`src/include/sparcCtl_config.svh`:
```
/* SPARC_NWINDOWS must be a power of two from 2 to 32, and SPARC_CWP_W must be its log2.
   CWP arithmetic wraps by truncation to SPARC_CWP_W bits. */
`ifndef SPARC_CTL_CONFIG_SVH
`define SPARC_CTL_CONFIG_SVH

// number of register windows
`define SPARC_NWINDOWS 8

// CWP width, log2 of the window count
`define SPARC_CWP_W 3

// low bit of the 4-bit cond field in Bicc and Ticc, bits 28:25
`define SPARC_COND_LSB 25

`endif

```
`src/design/sparcCtlPkg.sv`:
```
/* Shared types for the control sequencer. Widths come from the config header.
   Trap codes are per result only, and there is no trap queue behind them. */
`include "sparcCtl_config.svh"

package sparcCtlPkg;

        typedef logic [`SPARC_CWP_W-1:0]    cwp_t;
        typedef logic [`SPARC_NWINDOWS-1:0] wimMask_t; // bit i set marks window i invalid

        typedef struct packed {
                logic n;
                logic z;
                logic v;
                logic c;
        } icc_t;

        typedef struct packed {
                logic [31:0] instr;
                icc_t        icc;   // flags valid for this instruction
        } instrReq_t;

        typedef enum logic [3:0] {
                opCall,
                opBranch,
                opSethi,
                opAlu,
                opJmpl,
                opRett,
                opSave,
                opRestore,
                opTicc,
                opLoad,
                opStore,
                opIllegal
        } opClass_e;

        typedef enum logic [2:0] {
                trNone,
                trWinOverflow,
                trWinUnderflow,
                trTicc,
                trIllegal
        } trap_e;

        typedef struct packed {
                opClass_e opClass;
                logic     taken;   // cond result, Bicc and Ticc only
                trap_e    trap;
                cwp_t     cwp;     // window pointer after the instruction
        } ctlResult_t;

endpackage

```
`src/design/instrIntake.sv`:
```
/* Input register stage. Holds one instruction and issues it when the result
   queue has room. A load and an issue can happen in the same cycle. */
`timescale 1ns/1ps

module instrIntake
(
        input  logic                   Clk,
        input  logic                   rstN,
        input  logic                   inValid,
        output logic                   inReady,
        input  sparcCtlPkg::instrReq_t inReq,
        input  logic                   pushReady,
        output logic                   stageValid,
        output sparcCtlPkg::instrReq_t stageReq,
        output logic                   issue
);

        logic                   stageFull;
        logic                   load;
        sparcCtlPkg::instrReq_t stageReg;

        assign issue      = stageFull && pushReady;   // single commit strobe
        assign inReady    = !stageFull || issue;      // empty, or emptying now
        assign load       = inValid && inReady;
        assign stageValid = stageFull;
        assign stageReq   = stageReg;

        always_ff @(posedge Clk or negedge rstN)
        begin
                if (!rstN)
                        stageFull <= 1'b0;
                else if (load)
                        stageFull <= 1'b1;
                else if (issue)
                        stageFull <= 1'b0;
        end

        always_ff @(posedge Clk)
        begin
                if (load)
                        stageReg <= inReq;   // payload only
        end

        // producer must hold the request while stalled
        inReqStable: assert property (@(posedge Clk) disable iff (!rstN)
                inValid && !inReady |=> !inValid || $stable(inReq))
                else $error("inReq changed while inValid was high and inReady low");

endmodule

```
`src/design/iccEval.sv`:
```
/* SPARC integer condition table. Codes 9 to 15 invert codes 1 to 7,
   so code 8 (always) is the inverse of code 0 (never). */
`timescale 1ns/1ps

module iccEval
(
        input  logic [3:0]        cond,
        input  sparcCtlPkg::icc_t icc,
        output logic              condTrue
);

        logic base;   // result of the low three bits

        always_comb
        begin
                case (cond[2:0])
                        3'd0: base = 1'b0;                           // never
                        3'd1: base = icc.z;                          // e
                        3'd2: base = icc.z | (icc.n ^ icc.v);        // le
                        3'd3: base = icc.n ^ icc.v;                  // l
                        3'd4: base = icc.c | icc.z;                  // leu
                        3'd5: base = icc.c;                          // cs
                        3'd6: base = icc.n;                          // neg
                        default: base = icc.v;                       // vs
                endcase
        end

        // upper half of the table is the negation
        assign condTrue = base ^ cond[3];

endmodule

```
`src/design/opDecoder.sv`:
```
/* Combinational decode of op, op2 and op3. PSR, WIM and TBR writes decode as
   illegal. Trap priority is illegal, then window, then Ticc. */
`timescale 1ns/1ps

module opDecoder
(
        input  sparcCtlPkg::instrReq_t  stageReq,
        input  logic                    condTrue,
        input  sparcCtlPkg::trap_e      winTrap,
        input  sparcCtlPkg::cwp_t       nextCwp,
        output sparcCtlPkg::opClass_e   opClass,
        output sparcCtlPkg::ctlResult_t result
);

        logic [1:0]         op;
        logic [2:0]         op2;
        logic [5:0]         op3;
        logic               taken;
        sparcCtlPkg::trap_e trap;

        assign op  = stageReq.instr[31:30];
        assign op2 = stageReq.instr[24:22];   // format 2 only
        assign op3 = stageReq.instr[24:19];   // formats 3

        always_comb
        begin
                case (op)
                        2'd0:
                        begin
                                case (op2)
                                        3'd4:    opClass = sparcCtlPkg::opSethi;
                                        3'd2:    opClass = sparcCtlPkg::opBranch;
                                        default: opClass = sparcCtlPkg::opIllegal;
                                endcase
                        end
                        2'd1:
                                opClass = sparcCtlPkg::opCall;
                        2'd2:
                        begin
                                case (op3)
                                        6'b111000: opClass = sparcCtlPkg::opJmpl;
                                        6'b111001: opClass = sparcCtlPkg::opRett;
                                        6'b111100: opClass = sparcCtlPkg::opSave;
                                        6'b111101: opClass = sparcCtlPkg::opRestore;
                                        6'b111010: opClass = sparcCtlPkg::opTicc;
                                        // WRPSR, WRWIM, WRTBR
                                        6'b110001,
                                        6'b110010,
                                        6'b110011: opClass = sparcCtlPkg::opIllegal;
                                        default:   opClass = sparcCtlPkg::opAlu;
                                endcase
                        end
                        default:   // op 3, memory
                        begin
                                if (stageReq.instr[21])
                                        opClass = sparcCtlPkg::opStore;
                                else
                                        opClass = sparcCtlPkg::opLoad;
                        end
                endcase
        end

        assign taken = (opClass == sparcCtlPkg::opBranch || opClass == sparcCtlPkg::opTicc)
                       ? condTrue : 1'b0;

        always_comb
        begin
                if (opClass == sparcCtlPkg::opIllegal)
                        trap = sparcCtlPkg::trIllegal;
                else if (winTrap != sparcCtlPkg::trNone)
                        trap = winTrap;
                else if (opClass == sparcCtlPkg::opTicc && taken)
                        trap = sparcCtlPkg::trTicc;
                else
                        trap = sparcCtlPkg::trNone;
        end

        assign result = '{opClass: opClass, taken: taken, trap: trap, cwp: nextCwp};

endmodule

```
`src/design/windowCtl.sv`:
```
/* Holds CWP and checks WIM for SAVE, RESTORE and RETT. A window trap leaves CWP
   as it was and no trap entry follows. WIM may change only while idle. */
`timescale 1ns/1ps
`include "sparcCtl_config.svh"

module windowCtl
(
        input  logic                  Clk,
        input  logic                  rstN,
        input  logic                  issue,
        input  sparcCtlPkg::opClass_e opClass,
        input  sparcCtlPkg::wimMask_t wim,
        output sparcCtlPkg::trap_e    winTrap,
        output sparcCtlPkg::cwp_t     nextCwp
);

        sparcCtlPkg::cwp_t cwp;
        sparcCtlPkg::cwp_t cwpDec;
        sparcCtlPkg::cwp_t cwpInc;

        // truncation gives the wrap modulo the window count
        assign cwpDec = cwp - 1'b1;
        assign cwpInc = cwp + 1'b1;

        always_comb
        begin
                winTrap = sparcCtlPkg::trNone;
                nextCwp = cwp;
                case (opClass)
                        sparcCtlPkg::opSave:
                        begin
                                if (wim[cwpDec])
                                        winTrap = sparcCtlPkg::trWinOverflow;
                                else
                                        nextCwp = cwpDec;
                        end
                        sparcCtlPkg::opRestore,
                        sparcCtlPkg::opRett:
                        begin
                                if (wim[cwpInc])
                                        winTrap = sparcCtlPkg::trWinUnderflow;
                                else
                                        nextCwp = cwpInc;
                        end
                        default: ;   // other classes keep CWP
                endcase
        end

        always_ff @(posedge Clk or negedge rstN)
        begin
                if (!rstN)
                        cwp <= '0;
                else if (issue)
                        cwp <= nextCwp;
        end

        cwpInRange: assert property (@(posedge Clk) disable iff (!rstN)
                cwp < `SPARC_NWINDOWS)
                else $error("CWP beyond window count");

endmodule

```
`src/design/resultQueue.sv`:
```
/* Two-entry result FIFO. pushReady is low only while both entries are full,
   so a pop in the same cycle does not free room for a push. */
`timescale 1ns/1ps

module resultQueue
(
        input  logic                    Clk,
        input  logic                    rstN,
        input  logic                    push,
        input  sparcCtlPkg::ctlResult_t pushData,
        output logic                    pushReady,
        output logic                    outValid,
        input  logic                    outReady,
        output sparcCtlPkg::ctlResult_t outRes
);

        sparcCtlPkg::ctlResult_t mem [2];
        logic                    rdPtr;
        logic                    wrPtr;
        logic [1:0]              count;
        logic                    pop;

        assign pushReady = (count != 2'd2);
        assign outValid  = (count != 2'd0);
        assign outRes    = mem[rdPtr];   // head entry
        assign pop       = outValid && outReady;

        always_ff @(posedge Clk or negedge rstN)
        begin
                if (!rstN)
                begin
                        rdPtr <= 1'b0;
                        wrPtr <= 1'b0;
                        count <= 2'd0;
                end
                else
                begin
                        if (push)
                                wrPtr <= ~wrPtr;
                        if (pop)
                                rdPtr <= ~rdPtr;
                        if (push && !pop)
                                count <= count + 2'd1;
                        else if (pop && !push)
                                count <= count - 2'd1;
                end
        end

        always_ff @(posedge Clk)
        begin
                if (push)
                        mem[wrPtr] <= pushData;
        end

        noPushWhenFull: assert property (@(posedge Clk) disable iff (!rstN)
                push |-> count != 2'd2)
                else $error("push into a full result queue");

endmodule

```
`src/design/sparcCtlTop.sv`:
```
/* Control sequencer top. One instruction in the intake stage, up to two results
   queued. wim must stay constant while any instruction is in flight. */
`timescale 1ns/1ps
`include "sparcCtl_config.svh"

module sparcCtlTop
(
        input  logic                    Clk,
        input  logic                    rstN,
        input  logic                    inValid,
        output logic                    inReady,
        input  sparcCtlPkg::instrReq_t  inReq,
        input  sparcCtlPkg::wimMask_t   wim,
        output logic                    outValid,
        input  logic                    outReady,
        output sparcCtlPkg::ctlResult_t outRes
);

        sparcCtlPkg::instrReq_t  stageReq;
        logic                    pushReady;
        logic                    issue;
        logic                    condTrue;
        sparcCtlPkg::opClass_e   opClass;
        sparcCtlPkg::trap_e      winTrap;
        sparcCtlPkg::cwp_t       nextCwp;
        sparcCtlPkg::ctlResult_t result;

        instrIntake i_intake (.Clk, .rstN, .inValid, .inReady, .inReq, .pushReady,
                .stageValid(), .stageReq, .issue);

        iccEval i_icc (.cond(stageReq.instr[`SPARC_COND_LSB +: 4]), .icc(stageReq.icc),
                .condTrue);

        opDecoder i_dec (.stageReq, .condTrue, .winTrap, .nextCwp, .opClass, .result);

        windowCtl i_win (.Clk, .rstN, .issue, .opClass, .wim, .winTrap, .nextCwp);

        resultQueue i_queue (.Clk, .rstN, .push(issue), .pushData(result), .pushReady,
                .outValid, .outReady, .outRes);

endmodule

```
`config.mk`:
```
export PLATFORM = sky130hd
export DESIGN_NAME = sparcCtlTop
export DESIGN_NICKNAME = d
export VERILOG_FILES = /design/src/design/sparcCtlPkg.sv /design/src/design/instrIntake.sv /design/src/design/iccEval.sv /design/src/design/opDecoder.sv /design/src/design/windowCtl.sv /design/src/design/resultQueue.sv /design/src/design/sparcCtlTop.sv
export VERILOG_INCLUDE_DIRS = /design/src /design/src/include
export SDC_FILE = /design/constraint.sdc
export NUM_CORES = 1
export LEC_CHECK = 0
export ABC_AREA = 1
export BUFFER_PORTS_ARGS = -buffer_cell sky130_fd_sc_hd__buf_2
export CAP_MARGIN = 20
export CORE_AREA = 4 4 84 86
export CTS_CLUSTER_DIAMETER = 80
export DETAILED_ROUTE_END_ITERATION = 6
export DIE_AREA = 0 0 88 90
export PLACE_DENSITY_LB_ADDON = 0.3
export SLEW_MARGIN = 25
export SYNTH_ARGS = -nofsm -noshare
export SYNTH_HDL_FRONTEND = slang
export SYNTH_HIERARCHICAL = 1
export SYNTH_SLANG_ARGS = --single-unit
```
`constraint.sdc`:
```
create_clock -name Clk -period 6.6 [get_ports Clk]
set_input_delay 0.33 -clock Clk [delete_from_list [all_inputs] [get_ports Clk]]
set_output_delay 0.33 -clock Clk [all_outputs]
set_load 0.02 [all_outputs]
```
=== Word-level counts from Yosys, hierarchy flattened ===
Memories as Yosys holds them, arrays and structs flattened.
Index checks and enable logic that the tools add are counted.

* Bits in registers: 44
* RAM bits: 22
* Input bits: 48
* Output and inout bits: 13
* Word-level logic and storage cells: 92
* Memories kept: 1

* $add $sub $neg: 4
* Magnitude comparators: 2
* Equality and inequality tests: 25
* Muxes and demuxes: 25
* Bitwise operators: 6
* Reductions and logical operators: 19

{| class="wikitable"
|+ Memories
! name !! words !! bits a word !! rd ports !! clocked after memory_dff !! write ports !! line !! RTL
|-
| i_queue.mem || 2 || 11 || 1 || 0 || 1 || resultQueue.sv:17 || <nowiki>sparcCtlPkg::ctlResult_t mem [2];</nowiki>
|}

{| class="wikitable"
|+ Operators with widths
! operator !! number
|-
| 6-bit equality test, second input constant || 8
|-
| 4-bit case mux with 6 select lines || 1
|-
| 3-bit equality test, second input constant || 4
|-
| 4-bit by 3-bit equality test with 1-bit output, second input constant || 3
|-
| 3-bit two-way mux || 4
|-
| 3-bit case mux with 2 select lines || 2
|-
| 4-bit case mux with 3 select lines || 1
|-
| 2-bit two-way mux || 5
|-
| 3-bit by 2-bit equality test with 1-bit output, second input constant || 3
|-
| 4-bit equality test, second input constant || 2
|-
| 3-bit by 4-bit < comparator with 1-bit output, second input constant || 2
|-
| 1-bit two-way mux || 8
|-
| 4-bit case mux with 2 select lines || 1
|-
| 1-bit case mux with 7 select lines || 1
|-
| 1-bit binary-select mux with 3-bit select || 2
|-
| 1-bit logical AND || 6
|-
| 2-bit nonzero test || 3
|-
| 4-bit by 1-bit equality test with 1-bit output, second input constant || 1
|-
| 3-bit by 1-bit adder with 3-bit output, second input constant || 1
|-
| 3-bit by 1-bit equality test with 1-bit output, second input constant || 1
|-
| 1-bit logical NOT || 3
|-
| 3-bit logical NOT || 1
|-
| 3-bit nonzero test || 1
|-
| 3-bit OR reduction || 1
|-
| other kinds (12) || 16
|}

=== Depth between registers and ports, before layout ===
* Depth after elaboration: 11
* Depth in mapped cells: 15
* Mapped depth without buffers: 15

=== Cells and area by module ===
Netlist, hierarchy kept.

{| class="wikitable"
|+ Modules (own cells, without submodules)
! module !! instances !! cells each !! area an instance (um^2) !! sequential area each (um^2)
|-
| instrIntake || 1 || 44 || 1133.6 || 1106.1
|-
| resultQueue || 1 || 85 || 1022.2 || 760.7
|-
| windowCtl || 1 || 77 || 456.7 || 75.1
|-
| opDecoder || 1 || 63 || 324.1 || 0.0
|-
| iccEval || 1 || 26 || 118.9 || 0.0
|}

=== Worst setup path before layout ===
OpenSTA, ideal clock, no wires.

* Kind: reg2reg
* From: register i_queue.count[0]
* To: register i_intake.stageReg (netlist bit i_intake/stageReq[0]), enable pin
* Library setup time: 0.441 ns
* Arrival time: 2.307 ns
* Required time: 6.159 ns
* Path slack: 3.852 ns
* Cell stages (with the launch flop): 5
* Buffers on the path: 0
* Period minus slack after synthesis: 2.748 ns
* Cell sequence: dfrtp_1 inv_2 nand2_1 inv_1 a21oi_1

* Cells in the longest elaborated chain, start to end: 4

{| class="wikitable"
|+ RTL lines
! item !! line !! RTL
|-
| start, declared || resultQueue.sv:20 || <nowiki>logic [1:0] count;</nowiki>
|-
| start signal, assigned || resultQueue.sv:43 || <nowiki>count <= count + 2'd1;</nowiki>
|-
| start signal, assigned || resultQueue.sv:45 || <nowiki>count <= count - 2'd1;</nowiki>
|-
| 2-bit != test || resultQueue.sv:23 || <nowiki>assign pushReady = (count != 2'd2);</nowiki>
|-
| net pushReady || sparcCtlTop.sv:20 || <nowiki>logic pushReady;</nowiki>
|-
| 1-bit logical AND || instrIntake.sv:22 || <nowiki>assign issue = stageFull && pushReady;</nowiki>
|-
| 1-bit logical OR || instrIntake.sv:23 || <nowiki>assign inReady = !stageFull || issue;</nowiki>
|-
| 1-bit logical AND || instrIntake.sv:24 || <nowiki>assign load = inValid && inReady;</nowiki>
|-
| net i_intake.load || instrIntake.sv:19 || <nowiki>logic load;</nowiki>
|-
| end signal, assigned || instrIntake.sv:41 || <nowiki>stageReg <= inReq;</nowiki>
|-
| end, declared || instrIntake.sv:20 || <nowiki>sparcCtlPkg::instrReq_t stageReg;</nowiki>
|}

The timed path passes the listed nets, and every way through them passes these cells.
A chain may end at the register's enable or synchronous reset.

==> results.ini <==
[die]
die_h_um=90
die-area_um2=7920
die_x_um=88
io_pins=61
start_util=0.391
core-area_um2=6280
num_rows=29

[route]
wl_per_cell_um=10.3
viasPerCell=4.46
antenna_left=0
wl_mm=4.01
drtPass1Iterations=4
via_count=1743
drt_iter0_drc=118
drc=0

[sta]
worstMarginPinSlew_ps=919
hold_viol_final=0
finalSetupViolations=0
drv_slew=0
fin_crit_sh=0.382
clock.fmax_ghz=0.397
finalClockSkew_ps=4.71
fin_ws_ps=4080
rsz0062_at_grt=false
relSlewSlack=0.385
fin_crit_ps=2520
tns_ps=0

[critical_path]
reg2reg_depth=10
crit_chain=inv_2 -> ha_1 -> inv_1 -> nand3_1 -> nand3_2 -> a21boi_0 -> nor3_1 -> or2_2 -> nand2_1 -> a21oi_1
crit_fanout=8
max_stage_delay_ps=520
crit_type=flip-flop to flip-flop
path_depth=10
cp_data_arrival_time_ps=2540
crit_buf_inv=2
cp_top_family=simple AND/OR/NAND/NOR gates
worstSetupEndpointType=flip-flop
cp_slowest_cell=dfrtp_1
critPathRequiredTime_ps=6620
cp-start-kind=flip-flop

[synthesis]
yosysWarningCount=6
synthCells=275
synth_area_um2=2450
syn_nets=326
syn_avg_cell_area_um2=8.93

[clocking]
post_cts_resize_count=0
clk_latency_ps=280
cts.path.max_buffers=2
numCtsBuffers=5
cts_sinks=46
postCtsHoldBufs=1
cts_tree=built
cts-root-buf=clkbuf_8
clkTransAtPathRegs_ps=80
htreeDepth=2
post_cts_buffers=0

[pwr]
power_frac_comb=0.416
p_per_area_nw_per_um2=412
p_sw_uw=468
power_leakage_nw=1.35
pwr-share-clk=0.175
seqPwrFrac=0.409
switching_share=0.406
vdd_ir_drop_max_mv=0.158
p_int_uw=685

[finish]
antennaDiodeCount=0
fin_nets=364
layout-drive-gt1-share=0.248
area_delta_synth_final_pct=13.9

[status]
status=finished, final reports clean

[placement]
dp_slack_ps=4140
port_buffers=40
hpwl_mm=3.13
routabilityCongestion=0.816

[global_route]
grt_pass1_vias=1553
grt_antenna_before_repair=0
grt.overflow.total=0
grt_pass1_wl_mm=6.86
track_usage=0.109
grt_max_degree=17

[worst_hold_path]
hp-class=primary input to flip-flop
min_path_cells=1

[run]
maxCapViolCount=0

==> flip-flops by register name, indices dropped and copies added, names as in the netlist <==
| signal | count |
|---|---|
| i_queue/count | 2 |
| i_queue/rdPtr | 1 |
| i_queue/wrPtr | 1 |
| i_intake/stageValid | 1 |
| i_queue/mem | 22 |
| i_win/cwp | 3 |
| i_intake/stageReq | 16 |
==> routing by layer <==
| layer | up-vias | share of wire | GRT usage | routed length, um |
|---|---|---|---|---|
| met5 | - | 0 | 0 | 0 |
| met4 | 0 | 0.0097 | 0.0307 | 39 |
| met3 | 2 | 0.047 | 0.0274 | 188 |
| met2 | 30 | 0.46 | 0.173 | 1840 |
| met1 | 762 | 0.49 | 0.145 | 1950 |
| li1 | 949 | - | - | - |
==> worst reg2reg max path: cells and delay by family (launching register included) <==
kind | cells | cell delay (ps)
compound gates | 2 | 340
fa+ha+maj | 1 | 410
buf+inv | 2 | 250
flops | 1 | 520
simple gates | 5 | 740
==> final cells by class <==
class                   count  area [um^2]
flip-flops and latches     46         1340
fillers                   624         3480
repair buffers             42          218
multi-input cells         181          888
clock inverters             3         45.0
inverters                  37          139
clock buffers               5         68.8
well taps                  77         96.3
==> per-stage QoR <==
stage,area [um^2],instances,util,power [mW],hold WS (ps)
after floorplan,2450,275,-,0.864,34.4
final,2800,391,0.445,1.15,213
after global placement,2670,382,0.426,0.951,185
after detailed placement,2670,382,0.426,0.964,184
after global routing,2800,391,0.445,1.26,191
after CTS,2800,391,0.445,1.17,199
==> final timing paths <==
kind,startpoint,to,slack [ps]
setup reg to reg,i_win/cwp[0]$_DFFE_PN0P_,i_queue/mem[1][3]$_DFFE_PP_,4080
max in group asynchronous,rstN,i_queue/rdPtr$_DFFE_PN0P_,6020
setup / recovery,i_win/cwp[0]$_DFFE_PN0P_,i_queue/mem[1][3]$_DFFE_PP_,4080
hold reg to reg,i_queue/wrPtr$_DFFE_PN0P_,i_queue/wrPtr$_DFFE_PN0P_,500
hold / removal,inReq[25],i_intake/stageReq[25]$_DFFE_PP_,210
min in group asynchronous,rstN,i_queue/count[0]$_DFFE_PN0P_,420
==> power groups by stage <==
stage                     registers [mW]  clock network, mW  logic [mW]
after floorplan                    0.461                  0       0.402
after global placement             0.478                  0       0.473
after detailed placement           0.479                  0       0.484
after CTS                          0.473              0.210       0.487
after global routing               0.483              0.224       0.551
final                              0.472              0.202       0.479
==> cells in the final DEF (no fill, tap or decap), drive strengths merged, types with 2 or more instances in the layout <==
| cell | count |
|---|---|
| nand2 | 107 |
| buf | 41 |
| edfxtp | 38 |
| inv | 37 |
| nand3 | 34 |
| nor2 | 18 |
| dfrtp | 8 |
| clkbuf | 5 |
| a21oi | 5 |
| nand4 | 4 |
| ha | 3 |
| clkinvlp | 2 |
| or2 | 2 |
| a21boi | 2 |
Power figures use the tool's default switching activity.
